--- src/common/xadd_cfg.svh ---
// the modulus must equal 2**XADD_FP_W - 1 because reduction folds the high bits back in
`ifndef XADD_CFG_SVH
`define XADD_CFG_SVH

// width of one GF(p) value
`define XADD_FP_W 13

// field prime, 3 mod 4 so i*i = -1 builds GF(p^2)
`define XADD_P_MODULUS 8191

// butterfly 1 + cross 2 + butterfly 1 + square 2 + scale 2
`define XADD_LATENCY 8

`endif

--- src/common/xadd_pkg.sv ---
// field helpers expect operands already reduced below p and a Mersenne modulus
`include "xadd_cfg.svh"

package xadd_pkg;

  localparam int FP_W = `XADD_FP_W;

  // one GF(p) element
  typedef logic [FP_W-1:0] fp_t;
  // raw product of two elements
  typedef logic [2*FP_W-1:0] fp_prod_t;
  // sum of two products, one bit of headroom
  typedef logic [2*FP_W:0] fp_wide_t;

  localparam fp_t P_MOD = fp_t'(`XADD_P_MODULUS);

  // element of GF(p^2) as re + i*im
  typedef struct packed {
    fp_t re;
    fp_t im;
  } fp2_t;

  // one xADD job
  typedef struct packed {
    fp2_t xp;
    fp2_t zp;
    fp2_t xq;
    fp2_t zq;
    fp2_t xpq;
    fp2_t zpq;
  } xadd_in_t;

  // difference point, carried to the scaling stage
  typedef struct packed {
    fp2_t xpq;
    fp2_t zpq;
  } pq_pair_t;

  // new Q in projective x-only form
  typedef struct packed {
    fp2_t xq;
    fp2_t zq;
  } xadd_out_t;

  function automatic fp_t fp_add(fp_t a, fp_t b);
    logic [FP_W:0] s;
    s = {1'b0, a} + {1'b0, b};
    if (s >= {1'b0, P_MOD}) begin
      s = s - {1'b0, P_MOD};
    end
    return s[FP_W-1:0];
  endfunction

  function automatic fp_t fp_sub(fp_t a, fp_t b);
    logic [FP_W:0] d;
    // a + p - b stays positive and below 2p
    d = {1'b0, a} + {1'b0, P_MOD} - {1'b0, b};
    if (d >= {1'b0, P_MOD}) begin
      d = d - {1'b0, P_MOD};
    end
    return d[FP_W-1:0];
  endfunction

  // 2**FP_W == 1 mod p, so the upper bits fold onto the lower ones
  function automatic fp_t fp_mod_reduce(fp_wide_t x);
    logic [FP_W+1:0] s1;
    logic [FP_W:0] s2;
    s1 = {1'b0, x[2*FP_W:FP_W]} + {2'b00, x[FP_W-1:0]};
    // second fold leaves at most p + 3
    s2 = {1'b0, s1[FP_W-1:0]} + {{(FP_W-1){1'b0}}, s1[FP_W+1:FP_W]};
    if (s2 >= {1'b0, P_MOD}) begin
      s2 = s2 - {1'b0, P_MOD};
    end
    return s2[FP_W-1:0];
  endfunction

endpackage

--- src/pq_delay_line.sv ---
// shifts every cycle with no enable, so DEPTH must match the pipeline cycles it spans
module pq_delay_line #(
  parameter int DEPTH = 6
) (
  input  logic               clk,
  input  logic               rst,
  input  xadd_pkg::pq_pair_t in_pq,
  output xadd_pkg::pq_pair_t out_pq
);

  import xadd_pkg::*;

  pq_pair_t taps [DEPTH];

  always_ff @(posedge clk or posedge rst) begin
    if (rst) begin
      for (int i = 0; i < DEPTH; i++) begin
        taps[i] <= '0;
      end
    end else begin
      taps[0] <= in_pq;
      // older entries move one slot down
      for (int i = 1; i < DEPTH; i++) begin
        taps[i] <= taps[i-1];
      end
    end
  end

  assign out_pq = taps[DEPTH-1];

endmodule

--- config.mk ---
export PLATFORM = sky130hd
export DESIGN_NAME = pq_delay_line
export DESIGN_NICKNAME = d
export VERILOG_FILES = /design/src/common/xadd_pkg.sv /design/src/pq_delay_line.sv
export VERILOG_INCLUDE_DIRS = /design/src /design/src/common
export SDC_FILE = /design/constraint.sdc
export NUM_CORES = 1
export LEC_CHECK = 0
export BUFFER_PORTS_ARGS = -buffer_cell sky130_fd_sc_hd__buf_4
export CAP_MARGIN = 20
export CORE_UTILIZATION = 40
export DETAILED_ROUTE_END_ITERATION = 12
export GPL_TIMING_DRIVEN = 0
export HOLD_SLACK_MARGIN = 0.08
export PLACE_DENSITY = 0.56
export SLEW_MARGIN = 20
export SYNTH_ARGS = -nofsm -noshare
export SYNTH_HDL_FRONTEND = slang
export SYNTH_SLANG_ARGS = --single-unit
--- constraint.sdc ---
create_clock -name clk -period 17.62 [get_ports clk]
set_input_delay 1.762 -clock clk [delete_from_list [all_inputs] [get_ports clk]]
set_output_delay 1.762 -clock clk [all_outputs]
set_load 0.05 [all_outputs]
==> flow_metrics.env <==
export IMPL_cts_resized=0
export IMPL_clock_fmax_mhz=335
export IMPL_synth_top_cell_area_share_pct=95.2
export IMPL_start_util_pct=40.7
export IMPL_cts_setup_buffers=0
export IMPL_finalCritPeriodShare_pct=17.0
export IMPL_p_comb_share_pct=4.5
export IMPL_cap_violations=0
export IMPL_row_count=52
export IMPL_cp_top_family="flip-flops"
export IMPL_io_pins=106
export IMPL_internal_power_mw=1.14
export IMPL_synth_most_common_cell="dfrtp_1"
export IMPL_synth_cell_types=3
export IMPL_fillers=1641
export IMPL_vias=2965
export IMPL_p_clk_share_pct=42.5
export IMPL_drt_iter0_markers=81
export IMPL_syn_area_mm2=0.00820
export IMPL_path_clk_slew_ps=60
export IMPL_p_sw_share_pct=20.7
export IMPL_grt_overflow=0
export IMPL_sequentialPowerShare_pct=53.0
export IMPL_switchingPower_uw=297
export IMPL_ir_drop_v=0.0000796
export IMPL_io_buffers=105
export IMPL_slew_violations=0
export IMPL_grt_total_usage_pct=9.55
export IMPL_core_area_mm2=0.0202
export IMPL_place_inst=743
export IMPL_comb_multi_input_count=0
export IMPL_cp_num_buf_inv=2
export IMPL_die_w_um=145
export IMPL_outcome="finished, final reports clean"
export IMPL_fin_cells=797
export IMPL_placed_cell_area_mm2=0.00942
export IMPL_stdcell_area_mm2=0.0104
export IMPL_ys_ff_latch=312
export IMPL_max_stage_delay_ps=380
export IMPL_fin_crit_ps=2990
export IMPL_wire_per_inst_um=11.5
export IMPL_finalHoldViolCount=0
export IMPL_cp_max_fo=1
export IMPL_htreeDepth=1
export IMPL_ys_warn_count=0
export IMPL_yosysSeqAreaShare_pct=95.2
export IMPL_slew_headroom_pct=63.6
export IMPL_area_growth_pct=26.8
export IMPL_gp_congestion=0.639
export IMPL_synth_fp_nets=419
export IMPL_avgSynthCellArea_um2=22.5
export IMPL_n_antenna_cell=0
export IMPL_die_area_mm2=0.0211
export IMPL_worst_path_max_delay_cell="dfrtp_1"
export IMPL_tightestPinTransition_ps=546
export IMPL_critPathCaptureType="output port"
export IMPL_power_density_mw_per_mm2=138
export IMPL_grt_max_degree=117
export IMPL_crit_required_ps=15860
export IMPL_r2r_cells=0
export IMPL_grt_pass1_wl_um=16100
export IMPL_skew_ps=19.4
export IMPL_drive_above_1_share_pct=39.8
export IMPL_multi_input_area_um2=0
export IMPL_rsz0062_at_grt="false"
export IMPL_cts_buffers=30
export IMPL_cts_root_buf="clkbuf_16"
export IMPL_hpwl_um=5100
export IMPL_cts_sinks=312
export IMPL_crit_chain="buf_4 > buf_4"
export IMPL_arrival_ps=1230
export IMPL_clock_latency_ps=530
export IMPL_synth_area_top_cells="dfrtp_1 (95%), buf_4 (4.8%), inv_1 (0.046%)"
export IMPL_synthTopCellsByCount="dfrtp_1 (312), buf_4 (52), inv_1 (1)"
export IMPL_worst_hold_path_type="flip-flop to flip-flop"
export IMPL_grt_pass1_vias=3229
export IMPL_fin_setup_tns_ps=0
export IMPL_dr_pass1_iters=4
export IMPL_synthCells=365
export IMPL_path_depth=2
export IMPL_antenna_found_initial=0
export IMPL_start_kind="flip-flop"
export IMPL_cts_buffer_depth=3
export IMPL_setup_violations=0
export IMPL_whs_ps=329
export IMPL_route_detailed_drc=0
export IMPL_drt_antenna_violating_nets=0
export IMPL_nets=559
export IMPL_cpMostUsedCell="buf_4"
export IMPL_wirelength_um=9190
export IMPL_die_y_um=145
export IMPL_power_leakage_nw=4.90
export IMPL_hold_depth=0
export IMPL_viasPerCell=3.72
export IMPL_synthArstFlopShare_pct=100
export IMPL_crit_type="flip-flop to output port"
export IMPL_cts_tree="done"
export IMPL_synth_edf_count=0
export IMPL_synth_top_area_cell="dfrtp_1"
export IMPL_hold_buffers=0
export IMPL_synthFlopType="dfrtp_1"
==> area by class of cell <==
type                  instances  area (µm²)  area share, %
Sequential cell             312        7810           75.1
Timing Repair Buffer        108         871           8.37
Buffer                       52         390           3.75
Clock inverter               14         144           1.38
Clock buffer                 40         838           8.06
Inverter                      1        11.3          0.108
Tap cell                    270         338           3.25
==> state kept, by name, indices dropped and copies added, names as in the netlist <==
register and flops:
out_pq 52, taps 260
==> stage by stage <==
step,setup slack [ps],utilization (%),power (mW)
5_1_grt,14580,51.6,1.50
6_report,14630,51.6,1.44
4_1_cts,14600,51.6,1.46
3_3_place_gp,4690,46.2,0.838
3_5_place_dp,14780,46.7,0.842
2_1_floorplan,7230,-,0.814
==> routing by layer <==
layer / global-route usage (%) / vias to the layer above / routed length, µm
met5: 0 / - / 0
met4: 3.63 / 0 / 176
met3: 3.14 / 14 / 670
met2: 14.8 / 94 / 4490
met1: 12.6 / 1504 / 3850
li1: - / 1353 / -
==> placed cells by master, fill, tap and decap left out, drive strengths merged <==
master | netlist | final
buf | 52 | 160
clkinvlp | 0 | 5
clkinv | 0 | 7
inv | 1 | 1
dfrtp | 312 | 312
clkbuf | 0 | 40
bufinv | 0 | 2
==> final timing paths <==
path,from,to,slack [ps]
worst max-delay path,out_pq[49]$_DFF_PP0_,out_pq[49],14630
worst min-delay path,taps[201]$_DFF_PP0_,taps[149]$_DFF_PP0_,330
worst max register to register,taps[273]$_DFF_PP0_,taps[221]$_DFF_PP0_,17130
worst min register to register,taps[201]$_DFF_PP0_,taps[149]$_DFF_PP0_,330
max in group asynchronous,rst,taps[218]$_DFF_PP0_,15410
min in group asynchronous,rst,taps[97]$_DFF_PP0_,1140
==> power by group through the flow <==
stage / combinational (mW) / clock [mW] / sequential, mW
2_1_floorplan: 0.0420 / 0 / 0.772
3_3_place_gp: 0.0634 / 0 / 0.774
3_5_place_dp: 0.0667 / 0 / 0.775
4_1_cts: 0.0669 / 0.636 / 0.762
5_1_grt: 0.0705 / 0.669 / 0.765
6_report: 0.0649 / 0.611 / 0.761
==> cell families after synthesis <==
| kind of cell | Yosys count | share of synthesized area, % |
|---|---|---|
| buffers and inverters | 53 | 4.81 |
| flip-flops | 312 | 95.2 |
(Power assumes the default switching activity.)
