## src/common/xadd_cfg.svh

```systemverilog
// the modulus must equal 2**XADD_FP_W - 1 because reduction folds the high bits back in
`ifndef XADD_CFG_SVH
`define XADD_CFG_SVH

// width of one GF(p) value
`define XADD_FP_W 13

// field prime, 3 mod 4 so i*i = -1 builds GF(p^2)
`define XADD_P_MODULUS 8191

// butterfly 1 + cross 2 + butterfly 1 + square 2 + scale 2
`define XADD_LATENCY 8

`endif

```

## src/common/xadd_pkg.sv

```systemverilog
// field helpers expect operands already reduced below p and a Mersenne modulus
`include "xadd_cfg.svh"

package xadd_pkg;

  localparam int FP_W = `XADD_FP_W;

  // one GF(p) element
  typedef logic [FP_W-1:0] fp_t;
  // raw product of two elements
  typedef logic [2*FP_W-1:0] fp_prod_t;
  // sum of two products, one bit of headroom
  typedef logic [2*FP_W:0] fp_wide_t;

  localparam fp_t P_MOD = fp_t'(`XADD_P_MODULUS);

  // element of GF(p^2) as re + i*im
  typedef struct packed {
    fp_t re;
    fp_t im;
  } fp2_t;

  // one xADD job
  typedef struct packed {
    fp2_t xp;
    fp2_t zp;
    fp2_t xq;
    fp2_t zq;
    fp2_t xpq;
    fp2_t zpq;
  } xadd_in_t;

  // difference point, carried to the scaling stage
  typedef struct packed {
    fp2_t xpq;
    fp2_t zpq;
  } pq_pair_t;

  // new Q in projective x-only form
  typedef struct packed {
    fp2_t xq;
    fp2_t zq;
  } xadd_out_t;

  function automatic fp_t fp_add(fp_t a, fp_t b);
    logic [FP_W:0] s;
    s = {1'b0, a} + {1'b0, b};
    if (s >= {1'b0, P_MOD}) begin
      s = s - {1'b0, P_MOD};
    end
    return s[FP_W-1:0];
  endfunction

  function automatic fp_t fp_sub(fp_t a, fp_t b);
    logic [FP_W:0] d;
    // a + p - b stays positive and below 2p
    d = {1'b0, a} + {1'b0, P_MOD} - {1'b0, b};
    if (d >= {1'b0, P_MOD}) begin
      d = d - {1'b0, P_MOD};
    end
    return d[FP_W-1:0];
  endfunction

  // 2**FP_W == 1 mod p, so the upper bits fold onto the lower ones
  function automatic fp_t fp_mod_reduce(fp_wide_t x);
    logic [FP_W+1:0] s1;
    logic [FP_W:0] s2;
    s1 = {1'b0, x[2*FP_W:FP_W]} + {2'b00, x[FP_W-1:0]};
    // second fold leaves at most p + 3
    s2 = {1'b0, s1[FP_W-1:0]} + {{(FP_W-1){1'b0}}, s1[FP_W+1:FP_W]};
    if (s2 >= {1'b0, P_MOD}) begin
      s2 = s2 - {1'b0, P_MOD};
    end
    return s2[FP_W-1:0];
  endfunction

endpackage

```

## src/fp2/fp2_mul_pair_stage.sv

```systemverilog
// two independent GF(p^2) products with fixed two-cycle latency and no stall
module fp2_mul_pair_stage (
  input  logic           clk,
  input  logic           rst,
  input  logic           in_valid,
  input  xadd_pkg::fp2_t a0,
  input  xadd_pkg::fp2_t b0,
  input  xadd_pkg::fp2_t a1,
  input  xadd_pkg::fp2_t b1,
  output logic           out_valid,
  output xadd_pkg::fp2_t p0,
  output xadd_pkg::fp2_t p1
);

  import xadd_pkg::*;

  // integer cross terms of (a + bi)(c + di)
  typedef struct packed {
    fp_prod_t ac;
    fp_prod_t bd;
    fp_prod_t ad;
    fp_prod_t bc;
  } partial_t;

  localparam fp_wide_t P_SQ = fp_wide_t'(P_MOD) * fp_wide_t'(P_MOD);

  partial_t pp0_q;
  partial_t pp1_q;
  logic     mid_valid;

  function automatic partial_t fp2_partials(fp2_t x, fp2_t y);
    partial_t pp;
    pp.ac = fp_prod_t'(x.re) * fp_prod_t'(y.re);
    pp.bd = fp_prod_t'(x.im) * fp_prod_t'(y.im);
    pp.ad = fp_prod_t'(x.re) * fp_prod_t'(y.im);
    pp.bc = fp_prod_t'(x.im) * fp_prod_t'(y.re);
    return pp;
  endfunction

  // real part ac - bd, imaginary part ad + bc
  function automatic fp2_t fp2_combine(partial_t pp);
    fp_wide_t re_w;
    fp_wide_t im_w;
    fp2_t     r;
    // p^2 offset keeps ac - bd non-negative and is 0 mod p
    re_w = fp_wide_t'(pp.ac) + P_SQ - fp_wide_t'(pp.bd);
    im_w = fp_wide_t'(pp.ad) + fp_wide_t'(pp.bc);
    r.re = fp_mod_reduce(re_w);
    r.im = fp_mod_reduce(im_w);
    return r;
  endfunction

  // valid pipe
  always_ff @(posedge clk or posedge rst) begin
    if (rst) begin
      mid_valid <= 1'b0;
      out_valid <= 1'b0;
    end else begin
      mid_valid <= in_valid;
      out_valid <= mid_valid;
    end
  end

  // first cycle, raw multiplies
  always_ff @(posedge clk or posedge rst) begin
    if (rst) begin
      pp0_q <= '0;
      pp1_q <= '0;
    end else if (in_valid) begin
      pp0_q <= fp2_partials(a0, b0);
      pp1_q <= fp2_partials(a1, b1);
    end
  end

  // second cycle, combine and fold back below p
  always_ff @(posedge clk or posedge rst) begin
    if (rst) begin
      p0 <= '0;
      p1 <= '0;
    end else if (mid_valid) begin
      p0 <= fp2_combine(pp0_q);
      p1 <= fp2_combine(pp1_q);
    end
  end

endmodule

```

## config.mk

```make
export PLATFORM = sky130hd
export DESIGN_NAME = fp2_mul_pair_stage
export DESIGN_NICKNAME = d
export VERILOG_FILES = /design/src/common/xadd_pkg.sv /design/src/fp2/fp2_mul_pair_stage.sv
export VERILOG_INCLUDE_DIRS = /design/src /design/src/common
export SDC_FILE = /design/constraint.sdc
export NUM_CORES = 2
export LEC_CHECK = 0
export BUFFER_PORTS_ARGS = -buffer_cell sky130_fd_sc_hd__buf_2
export CORE_ASPECT_RATIO = 0.75
export CORE_UTILIZATION = 35
export DETAILED_ROUTE_END_ITERATION = 10
export GPL_ROUTABILITY_DRIVEN = 0
export PLACE_DENSITY = 0.5
export SLEW_MARGIN = 20
export SYNTH_ARGS = -nofsm -noshare
export SYNTH_HDL_FRONTEND = slang
export SYNTH_SLANG_ARGS = --single-unit
export TNS_END_PERCENT = 5
```

## constraint.sdc

```tcl
create_clock -name clk -period 20.2 [get_ports clk]
set_clock_uncertainty 0.2 [all_clocks]
set_input_delay 2.02 -clock clk [delete_from_list [all_inputs] [get_ports clk]]
set_output_delay 2.02 -clock clk [all_outputs]
set_load 0.01 [all_outputs]
```

==> metrics.txt <==
status complete, no violations; Total Die Area 180000 um2; core area 176000 um2; Pre-Repair DR Iteration Count 6; Final Cycle Share 0.449; met1 usage 0.290; grt total ovfl 0; most frequent cells after synthesis 1271 x inv_1, 1019 x nand2_1, 980 x fa_1; Critical-path top delay cell a2111o_1; antenna-violating nets left 0; Relative slew margins 0.388; max cap viols 0; RSZ-0062 raised after global routing no; Worst EP arrival 9.38 ns; most frequent cell after synthesis inv_1; # DRC 0; share of cells above drive strength 1 0.0572; share of Yosys cell area claimed by the top area cell type 0.315; max incr delay on CP 0.54 ns; Max Slew Vio Count 0; Yosys cell types 93; critical path class flop to flop; Vias 46803; Max FO, Critical Path 10; Synth Area per Inst 8.81 um2; Clock Sinks 262; Final Hold Slack 0.276 ns; Final Hold Fails 0; number of global-route vias before repair 49248; first-pass GRT wire length 275000 um; IO buf count 159; setup bufs post-CTS 0; site row count 133; TritonCTS clock tree yes; Mapped Area 62400 um2; CTS Buf Count 36; num ports 160; wire length per cell 17.8 um; Root Driver clkbuf_16; die width 489 um; cells after synthesis 7080; worst-margin pin slew 0.907 ns; hold_buf cts 0; Worst-path clk slew 0.06 ns; Worst-Skew Late Latency 0.60 ns; setup_tns 0 ns; initial core utilization 0.354; # fillers 18105; Layout area overhead 6.61%; FFs w/ async S/R, synth 1.00; GRT Overall Usage 0.192; DR iter-0 viols 2659; vias per cell 4.98; count of final setup violators 0; Post-synth EDFFs 0; largest net degree at the start of global routing 136; final WL 168000 um; CP Data Required Time 20.52 ns; Crit. End Element flop; DPL Wire Length 131000 um; met2 usage 0.291; Chip Height 368 um; syn nets 8953; leading area contributor after synthesis fa_1; Synth Register Bits 262; top post-synthesis cells by area fa_1 31%, ha_1 16%, dfrtp_1 11%; Post-CTS Resized 0; initial antenna violation count 12; prevailing post-synth register cell dfrtp_1; clock tree buffer depth 3; grt met3 use 0.0281; most used routing layer met2; achievable clock frequency 110 MHz; Final min period 9.06 ns; nets 8890; sequential fraction of the synthesis area 0.105; yosys synthesis warning count 0; Setup crit start kind flop; H-Tree Depth 2; worst hold path class flop to flop
critical path, delay by kind of cell, from the launching register on:
kind                       cells  cell delay, ns
xor gates and xnor gates       3            0.46
DFF                            1            0.39
AOI/OAI and AO/OA             15            4.24
buffers and inverters          2            0.12
and+or+nand+nor                9            1.84
adders and majority gates      6            1.75
metrics by stage:
step	worst slack, ns	utilization	area, um2	instances
finish	11.14	0.378	66500	9407
global route	10.35	0.378	66500	9406
CTS	11.18	0.377	66500	9402
detailed placement	11.23	0.371	65300	9340
global placement	11.26	0.371	65300	9340
floorplan	10.77	-	62400	7080
path summary, 6_finish.rpt:
check	from	to	slack (ns)	cells past startpoint
max	pp0_q[53]	p0[16]	11.14	35
min	p1[20]	p1[20]	0.28	2
max reg2reg	pp0_q[53]	p0[16]	11.14	35
min reg2reg	p1[20]	p1[20]	0.28	2
max in group asynchronous	rst	pp0_q[49]	17.03	4
min in group asynchronous	rst	pp0_q[75]	1.22	2
sequential cells by signal, summed over array words and instances (netlist names):
register   cells
p0            26
p1            26
mid_valid      1
pp1_q        104
pp0_q        104
out_valid      1
layer usage:
metal	vias up	wire length, um
met2	950	71500
met1	23422	84800
met5	-	108
met4	4	2070
li1	22293	-
met3	134	9130
layout make-up:
type | count | area, um2 | area share
clock buffers | 47 | 1010 | 0.0152
flip-flops and latches | 262 | 6560 | 0.0986
clock inverters | 15 | 186 | 0.00280
well taps | 2362 | 2960 | 0.0444
multi-input cells | 5262 | 50000 | 0.752
inverters | 1273 | 4790 | 0.0720
diodes | 4 | 10.0 | 0.000151
repair buffers | 182 | 1010 | 0.0152
placed cells by master, fill, tap and decap left out, types with 11 or more instances in the layout:
cell type  netlist  routed
and2_1         532     532
nand4_1         19      19
buf_2            2     158
a21boi_0        11      11
fa_1           980     980
a31oi_1         43      43
nand3_1         79      79
inv_1         1271    1268
or3_1           28      28
nand2b_1        31      31
xor2_1          89      89
mux2_2         111     111
nor2_1         203     203
a2111oi_0       11      11
ha_1           786     786
nand2_1       1019    1019
or2_2           18      18
dfrtp_1        262     261
o211ai_1        13      13
and3_1          37      37
xnor2_1        226     226
a21o_1         114     114
a22o_1          14      14
nor3_1          74      74
a211oi_1        35      35
o31ai_1         34      34
nor2b_1         37      37
buf_4            0      21
a21oi_1        240     240
mux2i_1         14      14
o21bai_1        40      40
nand3b_1        12      12
o21ai_0        159     159
a31o_2          13      13
clkbuf_16        0      37
o21a_1          44      44
logic make-up (layout without fill, tap and decap cells):
kind of cell,Yosys count,after routing,share of synthesized area
simple gates,2150,2150,0.166
fa+ha+maj,1766,1766,0.472
buf+inv,1556,1517,0.0937
compound gates,905,905,0.0966
xor+xnor,315,315,0.0442
flops,262,262,0.105
mux,126,126,0.0225
other cells,0,4,0
Power is not shown: default switching activity piles up to over one toggle a cycle in this logic, so the estimate is an artifact.
