`src/common/xadd_cfg.svh`:
```
// the modulus must equal 2**XADD_FP_W - 1 because reduction folds the high bits back in
`ifndef XADD_CFG_SVH
`define XADD_CFG_SVH

// width of one GF(p) value
`define XADD_FP_W 13

// field prime, 3 mod 4 so i*i = -1 builds GF(p^2)
`define XADD_P_MODULUS 8191

// butterfly 1 + cross 2 + butterfly 1 + square 2 + scale 2
`define XADD_LATENCY 8

`endif

```
`src/common/xadd_pkg.sv`:
```
// field helpers expect operands already reduced below p and a Mersenne modulus
`include "xadd_cfg.svh"

package xadd_pkg;

  localparam int FP_W = `XADD_FP_W;

  // one GF(p) element
  typedef logic [FP_W-1:0] fp_t;
  // raw product of two elements
  typedef logic [2*FP_W-1:0] fp_prod_t;
  // sum of two products, one bit of headroom
  typedef logic [2*FP_W:0] fp_wide_t;

  localparam fp_t P_MOD = fp_t'(`XADD_P_MODULUS);

  // element of GF(p^2) as re + i*im
  typedef struct packed {
    fp_t re;
    fp_t im;
  } fp2_t;

  // one xADD job
  typedef struct packed {
    fp2_t xp;
    fp2_t zp;
    fp2_t xq;
    fp2_t zq;
    fp2_t xpq;
    fp2_t zpq;
  } xadd_in_t;

  // difference point, carried to the scaling stage
  typedef struct packed {
    fp2_t xpq;
    fp2_t zpq;
  } pq_pair_t;

  // new Q in projective x-only form
  typedef struct packed {
    fp2_t xq;
    fp2_t zq;
  } xadd_out_t;

  function automatic fp_t fp_add(fp_t a, fp_t b);
    logic [FP_W:0] s;
    s = {1'b0, a} + {1'b0, b};
    if (s >= {1'b0, P_MOD}) begin
      s = s - {1'b0, P_MOD};
    end
    return s[FP_W-1:0];
  endfunction

  function automatic fp_t fp_sub(fp_t a, fp_t b);
    logic [FP_W:0] d;
    // a + p - b stays positive and below 2p
    d = {1'b0, a} + {1'b0, P_MOD} - {1'b0, b};
    if (d >= {1'b0, P_MOD}) begin
      d = d - {1'b0, P_MOD};
    end
    return d[FP_W-1:0];
  endfunction

  // 2**FP_W == 1 mod p, so the upper bits fold onto the lower ones
  function automatic fp_t fp_mod_reduce(fp_wide_t x);
    logic [FP_W+1:0] s1;
    logic [FP_W:0] s2;
    s1 = {1'b0, x[2*FP_W:FP_W]} + {2'b00, x[FP_W-1:0]};
    // second fold leaves at most p + 3
    s2 = {1'b0, s1[FP_W-1:0]} + {{(FP_W-1){1'b0}}, s1[FP_W+1:FP_W]};
    if (s2 >= {1'b0, P_MOD}) begin
      s2 = s2 - {1'b0, P_MOD};
    end
    return s2[FP_W-1:0];
  endfunction

endpackage

```
`src/fp2/fp2_butterfly_stage.sv`:
```
// inputs must be reduced below p; holds its outputs when in_valid is low
module fp2_butterfly_stage (
  input  logic           clk,
  input  logic           rst,
  input  logic           in_valid,
  input  xadd_pkg::fp2_t a,
  input  xadd_pkg::fp2_t b,
  output logic           out_valid,
  output xadd_pkg::fp2_t sum,
  output xadd_pkg::fp2_t diff
);

  import xadd_pkg::*;

  fp2_t sum_d;
  fp2_t diff_d;

  // parts are independent in GF(p^2) addition
  always_comb begin
    sum_d.re  = fp_add(a.re, b.re);
    sum_d.im  = fp_add(a.im, b.im);
    diff_d.re = fp_sub(a.re, b.re);
    diff_d.im = fp_sub(a.im, b.im);
  end

  always_ff @(posedge clk or posedge rst) begin
    if (rst) begin
      out_valid <= 1'b0;
    end else begin
      out_valid <= in_valid;
    end
  end

  // data only loads on a live item
  always_ff @(posedge clk or posedge rst) begin
    if (rst) begin
      sum  <= '0;
      diff <= '0;
    end else if (in_valid) begin
      sum  <= sum_d;
      diff <= diff_d;
    end
  end

endmodule

```
`config.mk`:
```
export PLATFORM = sky130hd
export DESIGN_NAME = fp2_butterfly_stage
export DESIGN_NICKNAME = d
export VERILOG_FILES = /design/src/common/xadd_pkg.sv /design/src/fp2/fp2_butterfly_stage.sv
export VERILOG_INCLUDE_DIRS = /design/src /design/src/common
export SDC_FILE = /design/constraint.sdc
export NUM_CORES = 1
export LEC_CHECK = 0
export ABC_CLOCK_PERIOD_IN_PS = 1600
export BUFFER_PORTS_ARGS = -buffer_cell sky130_fd_sc_hd__buf_2
export CAP_MARGIN = 20
export CORE_ASPECT_RATIO = 1.1
export CORE_UTILIZATION = 40
export CTS_CLUSTER_DIAMETER = 50
export DETAILED_ROUTE_END_ITERATION = 8
export PLACE_DENSITY = 0.59
export SYNTH_ARGS = -nofsm -noshare
export SYNTH_HDL_FRONTEND = slang
export SYNTH_SLANG_ARGS = --single-unit
```
`constraint.sdc`:
```
create_clock -name clk -period 1.6 [get_ports clk]
set_input_delay 0.08 -clock clk [delete_from_list [all_inputs] [get_ports clk]]
set_output_delay 0.08 -clock clk [all_outputs]
set_load 0.01 [all_outputs]
```
==> metrics.md, run 1 <==
| Metric | Value |
|---|---|
| Clk sink count | 53 |
| Sw Ratio | roughly 40% |
| Antenna fix cells | 0 |
| Worst VDD drop | approximately 440 µV |
| Worst Skew | 0 ns |
| Non-Filler Instances | about 1400 |
| NetSw | between 3000 and 4000 µW |
| Most frequent cells in the layout | 282 x buf_4, 97 x buf_2, 68 x nor2_1 |
| Total of max-cap violations | 0 |
| Final Cycle Share | 219% |
| Power share of the clock group | roughly 15% |
| Register area share after synthesis | roughly 22% |
| Crit path max fanout | 6 |
| Final WS setup | -1.91 ns |
| Power Density | between 700 and 800 nW/µm² |
| Area added between synthesis and finish | 70.3% |
| Fillers | 1194 |
| Tmin final | 3.51 ns |
| Number of port buffers | about 110 |
| # IOs | between 100 and 150 |
| Vias per Instance | 5.46 |
| Combinational share of power | ~60% |
| Startpoint types | input pin |
| Tot GR Track Use | between 20% and 30% |
| Critical Path RT | between 1.5 and 2 ns |
| Final #Nets | 1274 |
| Largest net degree at the start of global routing | just under 80 |
| Average cell area after synthesis | between 7 and 8 µm² |
| Ratio of cells with drive above 1 in the final layout | 50.0% |
| Final Hold Viols | 0 |
| Final core utilization | between 70% and 80% |
| CTS root buf | clkbuf_16 |
| DRT antenna net count | 0 |
| Hold path cells | 2 |
| Critical path, cell by cell | buf_8 > ha_4 > fa_2 > nor2b_4 > o311a_1 > or4_4 > nand3_2 > or4b_4 > or4_4 > o41a_4 > or3_1 > a31o_1 |
| Syn_nets | just under 900 |
| WL per Instance | 16.5 µm |
| WP data arrival | 3.70 ns |
| Clock tree buffer depth | 2 |
| TritonCTS clock tree | done |
| Final setup fails | 52 |
| Crit-path slowest cell | or4_4 |
| Row count | between 40 and 50 |
| Vias in the first global route | roughly 7700 |
| Via count | about 7400 |
| #FFs+latches synth | 53 |
| Sequential power share | 23.7% |
| Commonest non-fill, non-tap cell in the layout | buf_4 |
| Critical path depth | 12 |
| Placed insts | ~1300 |
| Antenna violations before repair | 0 |
| Post-synth cell types | 75 |
| Top_reg_cell synth | dfrtp_1 |
| Slew Limit Headroom | 54.3% |
| Core ar. | 14600 µm² |
| Htree depth | 2 |
| Worst-Margin Slew | 0.680 ns |
| Routability-driven placement congestion ratio | about 0.9 |
| DRC | 0 |
| Clk Latency, worst-skew pair | about 0.30 ns |
| Async S/R FF share, synth | 100% |
| Effective utilization at floorplan | between 40% and 50% |
| Reg clk slew, reported paths | around 0.080 ns |
| Largest stage delay on the critical path | 0.53 ns |
| Fmax | 285 MHz |
| DP Wirelength | 17100 µm |
| Grt ovf | 0 |
| Routed wire length | approximately 22000 µm |
| Ys Warns | 0 |
| Die Wd | between 100 and 150 µm |
| Post-Syn Area | approximately 6100 µm² |
| TritonCTS Buffers | 5 |
| Setup TNS | -65.66 ns |
| Leak | between 0.004 and 0.005 µW |
| Die area | between 15000 and 20000 µm² |
| Critical path class | input pin to flop |
| Internal | roughly 4500 µW |
| RSZ-0062 raised after global routing | yes |
| Iter 0 DRT Violations | between 400 and 500 |
| Endpoint type of the worst setup path | flop |
| R2R cell count | 3 |
| Most used cell, CP | or4_4 |
| Status | complete, but fails checks |
| Cells after synthesis | 777 |
| Post-place setup slack | -2.30 ns |
| Global-route wire length before repair | about 36000 µm |
| Violated checks | negative setup slack |
| Top Family by Delay on Critical Path | simple AND/OR/NAND/NOR gates |
| Post-synth EDFFs | 0 |
| CP bufs+invs | 1 |
| DIE HEIGHT | between 100 and 150 µm |
| Fin. max-slew vios | 0 |
| Worst hold-check path type | input pin to flop |
| First-pass DRT Iterations | 5 |
==> power groups by stage <==
stage	combinational (µW)	clock, µW	sequential [µW]
global placement	3930	0	1810
CTS	4380	1170	1790
global route	4970	1220	1820
finish	4620	1150	1800
detailed placement	4020	0	1810
floorplan	2030	0	1910
==> worst paths after layout <==
kind	from	end	slack, ns
max	a[13]	sum[23]	-1.91
min	in_valid	out_valid	0.19
max reg2reg	sum[16]	sum[16]	0.67
min reg2reg	sum[17]	sum[17]	0.48
max in group asynchronous	rst	diff[21]	0.83
min in group asynchronous	rst	sum[25]	0.24
==> kinds of logic (layout without fill, tap and decap cells) <==
group | count (synthesis) | in the layout | synth area share [%]
AND/OR/NAND/NOR | 268 | 268 | 23.2
AO/OA/AOI/OAI | 233 | 234 | 26.9
buffers and inverters | 107 | 489 | 6.85
adder cells (fa/ha/maj) | 60 | 60 | 12.8
flip-flops | 53 | 53 | 21.8
XOR/XNOR | 44 | 44 | 6.33
multiplexers | 12 | 12 | 2.16
==> layer usage <==
layer	vias to the layer above	track usage [%]	wire, µm
met5	-	0	0
met4	0	11.9	807
met3	55	3.30	823
met2	187	53.4	11900
met1	3531	30.3	8700
li1	3607	-	-
==> metrics by stage <==
step	power, µW	area [µm²]	hold WS, ns
after detailed placement	5830	9140	0.0201
after CTS	7340	10000	0.196
after global routing	8020	10400	0.206
after global placement	5740	9140	0.0106
after floorplan	3940	6660	0.111
final	7570	10400	0.190
==> final cells by class <==
cell class                 count  area [µm²]  area share, %
multi-input combinational    618        5320           51.4
timing repair buffer         411        3020           29.1
sequential                    53        1330           12.8
inverter                      70         303           2.92
tap                          192         240           2.32
clock buffer                   5         125           1.21
clock inverter                 3        25.0          0.242
==> Yosys cell counts, types with 13 or more instances <==
cell type / count / area, µm²
dfrtp_1: 53 / 1330
nor2b_1: 18 / 113
a211oi_1: 14 / 105
xnor2_1: 36 / 315
inv_1: 70 / 263
or3_1: 15 / 93.8
nand2b_1: 13 / 81.3
nor2_1: 70 / 263
a21o_1: 13 / 97.6
o21ai_0: 34 / 170
a31oi_1: 16 / 100
nor3_1: 22 / 110
a21oi_1: 50 / 250
o31ai_1: 13 / 97.6
nand2_1: 39 / 146
clkbuf_1: 29 / 109
ha_1: 56 / 701
nand3_1: 23 / 115
==> worst register-to-register path, delay by kind of cell (launching register included) <==
family                 cells  cell delay, ns
AO/OA/AOI/OAI              2            0.40
buffers and inverters      1            0.05
flip-flops                 1            0.37
==> state kept, by name (all words and copies together), names as in the netlist <==
register / flops
diff: 26
sum: 26
out_valid: 1
==> repair_timing <==
item	in CTS	in global routing
hold endpoints to repair	8	0
resized for setup	102	46
endpoints found under the setup margin	52	52
buffers inserted	33	20
cloned	2	0
hold buffers	1	0
pin swaps	75	73
Power figures use the tool's default switching activity.
==> inputs of run 2 (changes only) <==
--- a/config.mk
+++ b/config.mk
@@ -13,6 +13,7 @@
 export CORE_UTILIZATION = 40
 export CTS_CLUSTER_DIAMETER = 50
 export DETAILED_ROUTE_END_ITERATION = 8
+export GPL_TIMING_DRIVEN = 0
 export PLACE_DENSITY = 0.59
 export SYNTH_ARGS = -nofsm -noshare
 export SYNTH_HDL_FRONTEND = slang
==> metrics.md, run 2 (synthesized netlist as in run 1, its figures left out) <==
| Metric | Value |
|---|---|
| Final Cycle Share | 229% (+9.4 points) |
| Fin. max-slew vios | 0 (unchanged) |
| Largest net degree at the start of global routing | 42 (-46%) |
| Global-route wire length before repair | 31400 µm (-12%) |
| Row count | 46 (unchanged) |
| CP bufs+invs | 2 (+1) |
| First-pass DRT Iterations | 5 (unchanged) |
| Area added between synthesis and finish | 41.3% |
| Clk Latency, worst-skew pair | 0.30 ns (about the same) |
| RSZ-0062 raised after global routing | yes |
| Worst Skew | 0 ns (unchanged) |
| Worst VDD drop | 485 µV (+11%) |
| WP data arrival | 3.86 ns (+0.16 ns) |
| Fmax | 273 MHz (-4.1%) |
| Most used cell, CP | or4_4 |
| Antenna violations before repair | 0 (unchanged) |
| Top Family by Delay on Critical Path | simple AND/OR/NAND/NOR gates |
| Reg2reg start | sum[19] |
| Placed cell areas | 7450 µm² (-18%) |
| DRT antenna net count | 0 (unchanged) |
| Placed insts | 1077 (-17%) |
| DIE HEIGHT | 131 µm (unchanged) |
| Violated checks | negative setup slack |
| # IOs | 108 (unchanged) |
| Power Density | 779 nW/µm² (+6.6%) |
| Hold Startpoint | in_valid |
| Final setup fails | 52 (unchanged) |
| Fillers | 1342 (+12%) |
| Die area | 15700 µm² (unchanged) |
| Startpoint types | input pin |
| Clk sink count | 53 (unchanged) |
| Vias per Instance | 5.70 (+4.5%) |
| Commonest non-fill, non-tap cell in the layout | buf_2 |
| Largest regs | diff: 26 flops, sum: 26 flops, out_valid: 1 flops |
| Htree depth | 2 (unchanged) |
| Final #Nets | 1057 (-17%) |
| Largest stage delay on the critical path | 0.50 ns (-0.03 ns) |
| Leak | 0.00378 µW (-23%) |
| Tot GR Track Use | 24.6% (-3.3 points) |
| Pwr Total | 6700 µW (-12%) |
| Crit path max fanout | 5 (-1) |
| Status | complete, but fails checks |
| Tmin final | 3.66 ns (+0.150 ns) |
| TritonCTS clock tree | done |
| Total of max-cap violations | 0 (unchanged) |
| Worst-Margin Slew | 1.14 ns (+0.456 ns) |
| Number of port buffers | 107 (unchanged) |
| DRC | 0 (unchanged) |
| Vias in the first global route | 6307 (-18%) |
| TritonCTS Buffers | 5 (unchanged) |
| DP Wirelength | 15000 µm (-12%) |
| Critical Path RT | 1.80 ns (about the same) |
| Critical path, cell by cell | buf_8 > ha_4 > fa_2 > nor2b_4 > o311a_1 > or4_4 > nand3_4 > or4b_4 > or4_4 > o41a_4 > buf_6 > o31a_1 > o31ai_1 |
| Clock tree buffer depth | 2 (unchanged) |
| Final WS setup | -2.06 ns (-0.150 ns) |
| Antenna fix cells | 0 (unchanged) |
| Finished Cell Area | 8590 µm² (-17%) |
| Die Wd | 120 µm (unchanged) |
| Effective utilization at floorplan | 41.6% (unchanged) |
| Routability-driven placement congestion ratio | 0.886 (-1.2%) |
| Iter 0 DRT Violations | 352 (-15%) |
| Routed wire length | 19600 µm (-12%) |
| Non-Filler Instances | 1135 (-16%) |
| Ratio of cells with drive above 1 in the final layout | 35.4% (-15 points) |
| Via count | 6472 (-12%) |
| Crit-path slowest cell | or4_4 |
| Endpoint type of the worst setup path | flop |
| CTS root buf | clkbuf_16 |
| Worst hold-check path type | input pin to flop |
| Critical path class | input pin to flop |
| Core ar. | 14600 µm² (unchanged) |
| Reg clk slew, reported paths | 0.07 ns (about the same) |
| Slew Limit Headroom | 23.7% (-31 points) |
| Most frequent cells in the layout | 102 x buf_2, 68 x nor2_1, 59 x inv_1 |
| Grt ovf | 0 (unchanged) |
| Crit path launch | a[13] |
| Final Hold Viols | 0 (unchanged) |
| WL per Instance | 17.2 µm (+4.6%) |
-- run 2: cell types whose count changed in the layout (fill, tap and decap cells not counted), sizes merged --
cell | previous run | this run
bufinv | 0 | 1
o41a | 2 | 1
clkbuf | 5 | 30
buf | 410 | 169
inv | 72 | 70
clkinvlp | 1 | 0
dlygate4sd3 | 1 | 2
clkinv | 0 | 1
-- run 2: layout make-up --
| type | instances | area (µm²) | share of cell area [%] |
|---|---|---|---|
| multi-input combinational | 617 | 5230 | 60.8 |
| sequential | 53 | 1330 | 15.4 |
| timing repair buffer | 164 | 1110 | 13.0 |
| inverter | 70 | 300 | 3.49 |
| tap | 192 | 240 | 2.80 |
| buffer | 31 | 218 | 2.53 |
| clock buffer | 6 | 129 | 1.50 |
| clock inverter | 2 | 38.8 | 0.451 |
-- run 2: path summary, 6_finish.rpt --
path	to	slack, ns	depth (start not counted)
worst max-delay path	sum[20]	-2.06	13
worst min-delay path	sum[23]	0.16	3
worst max register to register	sum[19]	0.66	2
worst min register to register	sum[24]	0.48	2
max in group asynchronous	diff[21]	0.80	4
min in group asynchronous	sum[22]	0.28	3
-- run 2: routing by layer --
metal,track usage (%),part of all wire [%]
met1,29.5,41
met2,44.7,51
met3,2.17,3.7
met4,9.72,4.0
met5,0,0
-- run 2: per-stage QoR --
| stage | hold WS, ns | utilization [%] | setup TNS, ns | worst slack [ns] |
|---|---|---|---|---|
| global placement | 0.267 | 50.8 | -119.66 | -2.61 |
| finish | 0.162 | 58.8 | -65.57 | -2.06 |
| detailed placement | 0.0469 | 51.0 | -94.94 | -2.64 |
| floorplan | 0.111 | - | -66.87 | -2.16 |
| CTS | 0.159 | 56.5 | -66.92 | -2.11 |
| global route | 0.179 | 58.8 | -71.75 | -2.15 |
-- run 2: tightest hold or removal path, cell delays in order --
cell     delay, ns
buf_2         0.13
nor2b_1       0.11
a31o_1        0.10
-- run 2: what timing repair did --
item | in CTS | in global routing
endpoints found under the hold margin | 13 | 0
gates resized for setup | 80 | 49
buffers inserted | 35 | 19
cloned | 0 | 0
pin swaps | 71 | 41
setup endpoints to repair | 52 | 52
hold buffers | 2 | 0
-- run 2: where the power goes --
group | switching, µW | internal [µW]
clock network | 524 | 744
logic | 2020 | 1600
registers | 186 | 1620
total | 2730 | 3960
